## src/include/a2_clk_defines.svh

```systemverilog
`ifndef A2_CLK_DEFINES_SVH
`define A2_CLK_DEFINES_SVH

// Synchronizer flops on each raw bus clock input
`define A2_SYNC_STAGES 2

// Equal samples needed before the filtered level follows the input
`define A2_DENOISE_CYCLES 3

// Per-window rising edge count width
`define A2_EDGE_COUNT_W 16

// Window timer width, wide enough for the default window
`define A2_WINDOW_W 26

`define A2_WINDOW_CYCLES_DEFAULT 10_000_000  // About half a second of clk_logic_w

`define A2_POR_CYCLES 100  // Device reset hold after arst release

`endif

```

## src/rtl/a2_clk_pkg.sv

```systemverilog
`default_nettype none

`include "a2_clk_defines.svh"

package a2_clk_pkg;

    // Rising edges seen in one window
    typedef logic [`A2_EDGE_COUNT_W-1:0] edge_count_t;

    typedef logic [`A2_WINDOW_W-1:0] window_count_t;  // Window timer value

    // Run length of samples that differ from the filtered level
    typedef logic [1:0] denoise_count_t;

    typedef logic [6:0] por_count_t;  // Counts up to A2_POR_CYCLES

    // Power-on reset sequence
    typedef enum logic [1:0] {
        POR_HOLD,  // Counting out the hold time
        POR_SYNC,  // Two-stage release
        POR_RUN    // Device running
    } por_state_t;

endpackage

`default_nettype wire

```

## src/rtl/clk_track_if.sv

```systemverilog
`timescale 1ns/1ps
`default_nettype none

// One Apple II bus clock after synchronization and filtering
interface clk_track_if
    import a2_clk_pkg::*;
();

    logic        level;       // Filtered clock level
    logic        rise;        // Single-cycle rising edge strobe
    logic        fall;        // Single-cycle falling edge strobe
    logic        window_end;  // Window boundary from the reporter
    edge_count_t count;       // Rising edges in the current window

    modport tracker (
        output level,
        output rise,
        output fall,
        output count,
        input  window_end
    );

    modport reporter (
        input  level,
        input  rise,
        input  fall,
        input  count,
        output window_end
    );

endinterface

`default_nettype wire

```

## src/rtl/bus_clock_tracker.sv

```systemverilog
`timescale 1ns/1ps
`default_nettype none

`include "a2_clk_defines.svh"

module bus_clock_tracker
    import a2_clk_pkg::*;
(
    input  logic         clk_logic_w,
    input  logic         arst,
    input  logic         dev_rst_i,
    input  logic         bus_clk_i,  // Raw Apple II clock
    clk_track_if.tracker trk
);

    logic [`A2_SYNC_STAGES-1:0] sync_r;
    logic                       sampled_w;
    denoise_count_t             run_cnt_r;
    logic                       level_r;
    logic                       rise_r;
    logic                       fall_r;
    edge_count_t                edge_cnt_r;

    // Bring the bus clock into the logic domain
    always_ff @(posedge clk_logic_w or posedge arst) begin
        if (arst) begin
            sync_r <= '0;
        end else begin
            sync_r <= {sync_r[`A2_SYNC_STAGES-2:0], bus_clk_i};
        end
    end

    assign sampled_w = sync_r[`A2_SYNC_STAGES-1];

    // Level follows the input only after a full run of equal samples,
    // so short glitches never produce an edge
    always_ff @(posedge clk_logic_w or posedge arst) begin
        if (arst) begin
            run_cnt_r <= '0;
            level_r   <= 1'b0;
            rise_r    <= 1'b0;
            fall_r    <= 1'b0;
        end else begin
            rise_r <= 1'b0;
            fall_r <= 1'b0;
            if (sampled_w == level_r) begin
                run_cnt_r <= '0;  // Glitch ended, start over
            end else if (run_cnt_r == denoise_count_t'(`A2_DENOISE_CYCLES - 1)) begin
                run_cnt_r <= '0;
                level_r   <= sampled_w;
                rise_r    <= sampled_w;   // Strobe lines up with the level change
                fall_r    <= ~sampled_w;
            end else begin
                run_cnt_r <= run_cnt_r + 1'b1;
            end
        end
    end

    // Rising edge count per window
    always_ff @(posedge clk_logic_w or posedge arst) begin
        if (arst) begin
            edge_cnt_r <= '0;
        end else if (dev_rst_i) begin
            edge_cnt_r <= '0;
        end else if (trk.window_end) begin
            edge_cnt_r <= edge_count_t'(rise_r);  // Edge on the boundary opens the new window
        end else if (rise_r && (edge_cnt_r != '1)) begin
            edge_cnt_r <= edge_cnt_r + 1'b1;      // Saturates at full scale
        end
    end

    assign trk.level = level_r;
    assign trk.rise  = rise_r;
    assign trk.fall  = fall_r;
    assign trk.count = edge_cnt_r;  // Ending window's total while window_end is high

endmodule

`default_nettype wire

```

## src/rtl/activity_reporter.sv

```systemverilog
`timescale 1ns/1ps
`default_nettype none

`include "a2_clk_defines.svh"

module activity_reporter
    import a2_clk_pkg::*;
#(
    parameter int WINDOW_CYCLES = `A2_WINDOW_CYCLES_DEFAULT
) (
    input  logic          clk_logic_w,
    input  logic          arst,
    input  logic          dev_rst_i,
    clk_track_if.reporter phi1_trk,
    clk_track_if.reporter q3_trk,
    output logic          report_valid_o,
    input  logic          report_ready_i,
    output edge_count_t   report_phi1_o,
    output edge_count_t   report_q3_o,
    output logic          report_overrun_o,
    output logic [1:0]    led_o
);

    window_count_t win_cnt_r;
    logic          window_end_r;
    logic          heartbeat_r;
    logic          phi1_active_r;
    logic          valid_r;
    logic          overrun_r;
    edge_count_t   phi1_cnt_r;
    edge_count_t   q3_cnt_r;
    logic          pending_w;
    logic          take_w;

    assign take_w    = valid_r & report_ready_i;
    assign pending_w = valid_r & ~report_ready_i;  // Report still waiting after this clock

    // Window timer, shared by both trackers
    always_ff @(posedge clk_logic_w or posedge arst) begin
        if (arst) begin
            win_cnt_r    <= '0;
            window_end_r <= 1'b0;
        end else if (dev_rst_i) begin
            win_cnt_r    <= '0;
            window_end_r <= 1'b0;
        end else if (win_cnt_r == window_count_t'(WINDOW_CYCLES - 1)) begin
            win_cnt_r    <= '0;
            window_end_r <= 1'b1;
        end else begin
            win_cnt_r    <= win_cnt_r + 1'b1;
            window_end_r <= 1'b0;
        end
    end

    assign phi1_trk.window_end = window_end_r;
    assign q3_trk.window_end   = window_end_r;

    // Heartbeat and Phi1 activity
    always_ff @(posedge clk_logic_w or posedge arst) begin
        if (arst) begin
            heartbeat_r   <= 1'b0;
            phi1_active_r <= 1'b0;
        end else if (window_end_r) begin
            heartbeat_r   <= ~heartbeat_r;
            phi1_active_r <= (phi1_trk.count != '0);
        end
    end

    assign led_o = {phi1_active_r, heartbeat_r};

    // Report handshake
    always_ff @(posedge clk_logic_w or posedge arst) begin
        if (arst) begin
            valid_r   <= 1'b0;
            overrun_r <= 1'b0;
        end else if (dev_rst_i) begin
            valid_r   <= 1'b0;
            overrun_r <= 1'b0;
        end else if (window_end_r) begin
            if (pending_w) begin
                overrun_r <= 1'b1;  // Window dropped, flag rides on the held report
            end else begin
                valid_r   <= 1'b1;
                overrun_r <= 1'b0;
            end
        end else if (take_w) begin
            valid_r   <= 1'b0;
            overrun_r <= 1'b0;
        end
    end

    always_ff @(posedge clk_logic_w) begin
        if (window_end_r && !pending_w) begin
            phi1_cnt_r <= phi1_trk.count;
            q3_cnt_r   <= q3_trk.count;
        end
    end

    assign report_valid_o   = valid_r;
    assign report_phi1_o    = phi1_cnt_r;
    assign report_q3_o      = q3_cnt_r;
    assign report_overrun_o = overrun_r;

endmodule

`default_nettype wire

```

## src/rtl/power_on_reset.sv

```systemverilog
`timescale 1ns/1ps
`default_nettype none

`include "a2_clk_defines.svh"

module power_on_reset
    import a2_clk_pkg::*;
(
    input  logic clk_logic_w,
    input  logic arst,
    input  logic a2_reset_n_i,     // Apple II reset line, asynchronous
    output logic dev_rst_o,
    output logic system_reset_n_o
);

    por_state_t                 state_r;
    por_count_t                 por_cnt_r;
    logic [1:0]                 release_r;
    logic [`A2_SYNC_STAGES-1:0] a2_rst_sync_r;
    logic                       system_reset_n_r;

    always_ff @(posedge clk_logic_w or posedge arst) begin
        if (arst) begin
            state_r   <= POR_HOLD;
            por_cnt_r <= '0;
            release_r <= '0;
        end else begin
            case (state_r)
                POR_HOLD: begin
                    if (por_cnt_r == por_count_t'(`A2_POR_CYCLES - 1)) begin
                        state_r <= POR_SYNC;
                    end else begin
                        por_cnt_r <= por_cnt_r + 1'b1;
                    end
                end
                POR_SYNC: begin
                    release_r <= {release_r[0], 1'b1};
                    if (release_r[0]) begin
                        state_r <= POR_RUN;  // Second stage set on this clock
                    end
                end
                default: ;  // POR_RUN holds
            endcase
        end
    end

    assign dev_rst_o = ~release_r[1];

    // Apple II reset into the logic domain
    always_ff @(posedge clk_logic_w or posedge arst) begin
        if (arst) begin
            a2_rst_sync_r    <= '0;
            system_reset_n_r <= 1'b0;
        end else begin
            a2_rst_sync_r    <= {a2_rst_sync_r[`A2_SYNC_STAGES-2:0], a2_reset_n_i};
            system_reset_n_r <= release_r[1] & a2_rst_sync_r[`A2_SYNC_STAGES-1];
        end
    end

    assign system_reset_n_o = system_reset_n_r;

endmodule

`default_nettype wire

```

## src/rtl/a2_clock_monitor.sv

```systemverilog
`timescale 1ns/1ps
`default_nettype none

`include "a2_clk_defines.svh"

module a2_clock_monitor
    import a2_clk_pkg::*;
#(
    parameter int WINDOW_CYCLES = `A2_WINDOW_CYCLES_DEFAULT
) (
    input  logic        clk_logic_w,
    input  logic        arst,
    input  logic        a2_phi1_i,
    input  logic        a2_q3_i,
    input  logic        a2_reset_n_i,
    input  logic        report_ready_i,
    output logic        report_valid_o,
    output edge_count_t report_phi1_o,
    output edge_count_t report_q3_o,
    output logic        report_overrun_o,
    output logic [1:0]  led_o,             // [0] heartbeat, [1] Phi1 running
    output logic        system_reset_n_o
);

    wire dev_rst_w;

    clk_track_if phi1_trk ();
    clk_track_if q3_trk ();

    // Reset generation
    power_on_reset u_power_on_reset (
        .clk_logic_w      (clk_logic_w),
        .arst             (arst),
        .a2_reset_n_i     (a2_reset_n_i),
        .dev_rst_o        (dev_rst_w),
        .system_reset_n_o (system_reset_n_o)
    );

    bus_clock_tracker u_phi1_tracker (
        .clk_logic_w (clk_logic_w),
        .arst        (arst),
        .dev_rst_i   (dev_rst_w),
        .bus_clk_i   (a2_phi1_i),
        .trk         (phi1_trk.tracker)
    );

    bus_clock_tracker u_q3_tracker (
        .clk_logic_w (clk_logic_w),
        .arst        (arst),
        .dev_rst_i   (dev_rst_w),
        .bus_clk_i   (a2_q3_i),
        .trk         (q3_trk.tracker)
    );

    // Window timing, LEDs and rate report
    activity_reporter #(
        .WINDOW_CYCLES (WINDOW_CYCLES)
    ) u_activity_reporter (
        .clk_logic_w      (clk_logic_w),
        .arst             (arst),
        .dev_rst_i        (dev_rst_w),
        .phi1_trk         (phi1_trk.reporter),
        .q3_trk           (q3_trk.reporter),
        .report_valid_o   (report_valid_o),
        .report_ready_i   (report_ready_i),
        .report_phi1_o    (report_phi1_o),
        .report_q3_o      (report_q3_o),
        .report_overrun_o (report_overrun_o),
        .led_o            (led_o)
    );

endmodule

`default_nettype wire

```

## config.mk

```make
export PLATFORM = sky130hd
export DESIGN_NAME = a2_clock_monitor
export DESIGN_NICKNAME = d
export VERILOG_FILES = /design/src/rtl/a2_clk_pkg.sv /design/src/rtl/clk_track_if.sv /design/src/rtl/bus_clock_tracker.sv /design/src/rtl/activity_reporter.sv /design/src/rtl/power_on_reset.sv /design/src/rtl/a2_clock_monitor.sv
export VERILOG_INCLUDE_DIRS = /design/src /design/src/include
export SDC_FILE = /design/constraint.sdc
export NUM_CORES = 1
export LEC_CHECK = 0
export BUFFER_PORTS_ARGS = -buffer_cell sky130_fd_sc_hd__buf_2
export CORE_UTILIZATION = 64
export DETAILED_ROUTE_END_ITERATION = 8
export GPL_ROUTABILITY_DRIVEN = 0
export PLACE_DENSITY = 0.88
export SYNTH_ARGS = -nofsm -noshare
export SYNTH_HDL_FRONTEND = slang
export SYNTH_SLANG_ARGS = --single-unit
```

## constraint.sdc

```tcl
create_clock -name clk_logic_w -period 6 [get_ports clk_logic_w]
set_input_delay 1.2 -clock clk_logic_w [delete_from_list [all_inputs] [get_ports clk_logic_w]]
set_output_delay 1.2 -clock clk_logic_w [all_outputs]
set_load 0.05 [all_outputs]
```

==> run summary <==
unrepaired setup endpoints after global routing: false
CP required: 4800 ps
slowest cell on the critical path: dfrtp_1
largest cells by area after synthesis: dfrtp_1 (42%), edfxtp_1 (18%), a21oi_1 (3.7%), o31ai_1 (2.8%), or4_1 (2.8%)
crit path max fanout: 5
CTS Buffer Depth: 2
slew margin rel.: 0.236
HP Class: flop to flop
FP Rows: 32
routed vias: 4,198
initial antenna violation count: 0
status: complete, no violations
yosys warns: 0
hpwl dp: 6630 um
Initial Util: 0.677
Finished Cell Area: 0.00626 mm2
# DRC: 0
Hold Buf Count CTS: 0
post-route ant nets: 0
Reg clk slew, reported paths: 60 ps
post_cts resized: 0
Max Transition Viols Final: 0
Psw: 394 uW
Total GRT Usage: 0.291
Die H: 93.3 um
htree depth: 4
vias in the first global route: 3,983
slowest stage delay, CP: 420 ps
drt first pass iters: 6
Clk pwr share: 0.531
CTS tree: yes
Cell Pwr Density: 318 mW/mm2
Comb power frac: 0.025
clock latency on the worst-skew pair: 520 ps
Die X: 93.3 um
clock root cell: clkbuf_8
Period Utilization, post-route: 0.406
commonest cells after routing, fill and taps aside: dfrtp_1 (89), buf_2 (42), a21oi_1 (39)
EDFF count, synth: 32
Seq/Total Area, Yosys: 0.597
Worst IR Drop VDD: 0.209 mV
Via-to-Cell Ratio: 6.60
post-DR wirelength/cell: 18.1 um
fin nets: 532
final hold vios: 0
static leakage: 2.55 nW
critical setup path kind: flop to primary output
first-pass GRT wire length: 19,200 um
Yosys top cell area share: 0.417
switching share of total power: 0.198
Port Buffer Count: 42
commonest non-fill, non-tap cell in the layout: dfrtp_1
critical path cell sequence: buf_2
#FFs+latches synth: 121
Num CTS Buffers: 17
CP Data Arrival Time: 1240 ps
cell family with most CP delay: flip-flops
Max Clock Freq: 0.410 GHz
ANT cells: 0
# Post-CTS Setup Buffers: 0
Routed WL: 11,500 um
share of cells above drive strength 1: 0.163
largest net degree at the start of global routing: 90
drt initial violations: 332
CP Capture Type: primary output
mapped cell area: 0.00534 mm2
Filler Cell Count: 439
syn_area_per_cell: 11.4 um2
post-route setup TNS: 0 ps
Placed Area: 0.00565 mm2
syn nets: 479
Seq pwr share: 0.444
clk sinks: 121
Post-Syn Instances: 468
Die ar.: 0.00871 mm2
number of buffer and inverter stages on the critical path: 1
final setup fails: 0
crit path time final: 2440 ps
Synth cell types: 54
Synth area leader: dfrtp_1
CP startpoint kind: flop
# Max-Cap Violations: 0
Synth Flop Type: dfrtp_1
area grow syn2layout: 17.2%
fraction of registers with async set/reset: 0.736
core footprint: 0.00789 mm2
worst slew pin tran: 1150 ps
grt total ovfl: 0
Int Pwr: 1.60 mW
# IOs: 43
Clock Skews: 6.04 ps
-- per-stage QoR --
stage	util	std cells	setup slack (ps)	hold WS (ps)	power (mW)
3_5_place_dp	0.716	604	3670	340	0.950
5_1_grt	0.794	636	3530	355	2.04
3_3_place_gp	0.716	604	3700	335	0.944
4_1_cts	0.794	636	3550	353	1.99
6_report	0.794	636	3560	350	1.99
2_1_floorplan	-	468	1940	331	0.935
-- synth_stat cells (all sizes together), types with 2 or more instances --
library cell  number
and3               9
or4               20
a31oi              3
inv               13
nand3             27
dfrtp             89
o21ai             22
o41ai              2
edfxtp            32
ha                 5
and4              10
nor4b              3
mux2               3
nor2b              3
o31ai             21
nand2             30
xnor2             16
nor4              11
and3b              2
nor3b              2
buf                6
nand4             19
nand2b             2
a21oi             39
or3               20
xor2               6
and2               3
nor3               9
o21a               2
nor2              23
clkbuf             6
-- power groups by stage --
stage | clock network, mW | registers [mW] | logic, mW
floorplan | 0 | 0.891 | 0.0442
global placement | 0 | 0.896 | 0.0484
detailed placement | 0 | 0.899 | 0.0512
CTS | 1.06 | 0.884 | 0.0517
global route | 1.10 | 0.887 | 0.0574
finish | 1.06 | 0.884 | 0.0503
-- layout make-up --
type | count | area [um2] | share of cell area
clock buffers | 25 | 474 | 0.0757
well taps | 102 | 128 | 0.0204
multi-input cells | 322 | 2040 | 0.326
inverters | 13 | 50.0 | 0.00799
flip-flops and latches | 121 | 3190 | 0.509
clock inverters | 7 | 139 | 0.0222
repair buffers | 46 | 240 | 0.0384
-- cell families after synthesis --
| kind of cell | synth area share |
|---|---|
| flip-flops | 0.597 |
| AND/OR/NAND/NOR | 0.218 |
| AO/OA/AOI/OAI | 0.109 |
| multiplexers | 0.00633 |
| adder cells (fa/ha/maj) | 0.0117 |
| buffers and inverters | 0.0213 |
| XOR/XNOR | 0.0361 |
-- per-layer routing --
layer / vias to the layer above / GRT usage / wire (um)
met1: 2004 / 0.365 / 4550
met2: 262 / 0.466 / 5720
li1: 1894 / - / -
met3: 38 / 0.0780 / 954
met5: - / 0 / 0
met4: 0 / 0.150 / 296
-- path summary, 6_finish.rpt --
kind,depth (start not counted),to,from,slack [ps]
worst max-delay path,1,report_valid_o,u_activity_reporter.report_valid_o,3560
worst min-delay path,0,u_phi1_tracker.sync_r[1],u_phi1_tracker.sync_r[0],350
worst max register to register,5,u_phi1_tracker.trk.count[11],u_phi1_tracker.trk.count[1],3930
worst min register to register,0,u_phi1_tracker.sync_r[1],u_phi1_tracker.sync_r[0],350
max in group asynchronous,3,u_q3_tracker.trk.count[12],arst,4260
min in group asynchronous,3,u_phi1_tracker.run_cnt_r[1],arst,1010
-- sequential cells by signal, indices dropped and copies added, names as in the netlist, 2 cells and up --
name                               count
u_q3_tracker.run_cnt_r                 2
u_phi1_tracker.run_cnt_r               2
u_power_on_reset.release_r             2
u_power_on_reset.por_cnt_r             7
u_power_on_reset.a2_rst_sync_r         2
u_activity_reporter.report_q3_o       16
u_phi1_tracker.sync_r                  2
u_q3_tracker.trk.count                16
u_activity_reporter.report_phi1_o     16
u_q3_tracker.sync_r                    2
u_phi1_tracker.trk.count              16
u_activity_reporter.win_cnt_r         26
u_power_on_reset.state_r               2
Note: power is estimated with default switching activity, not from simulation.
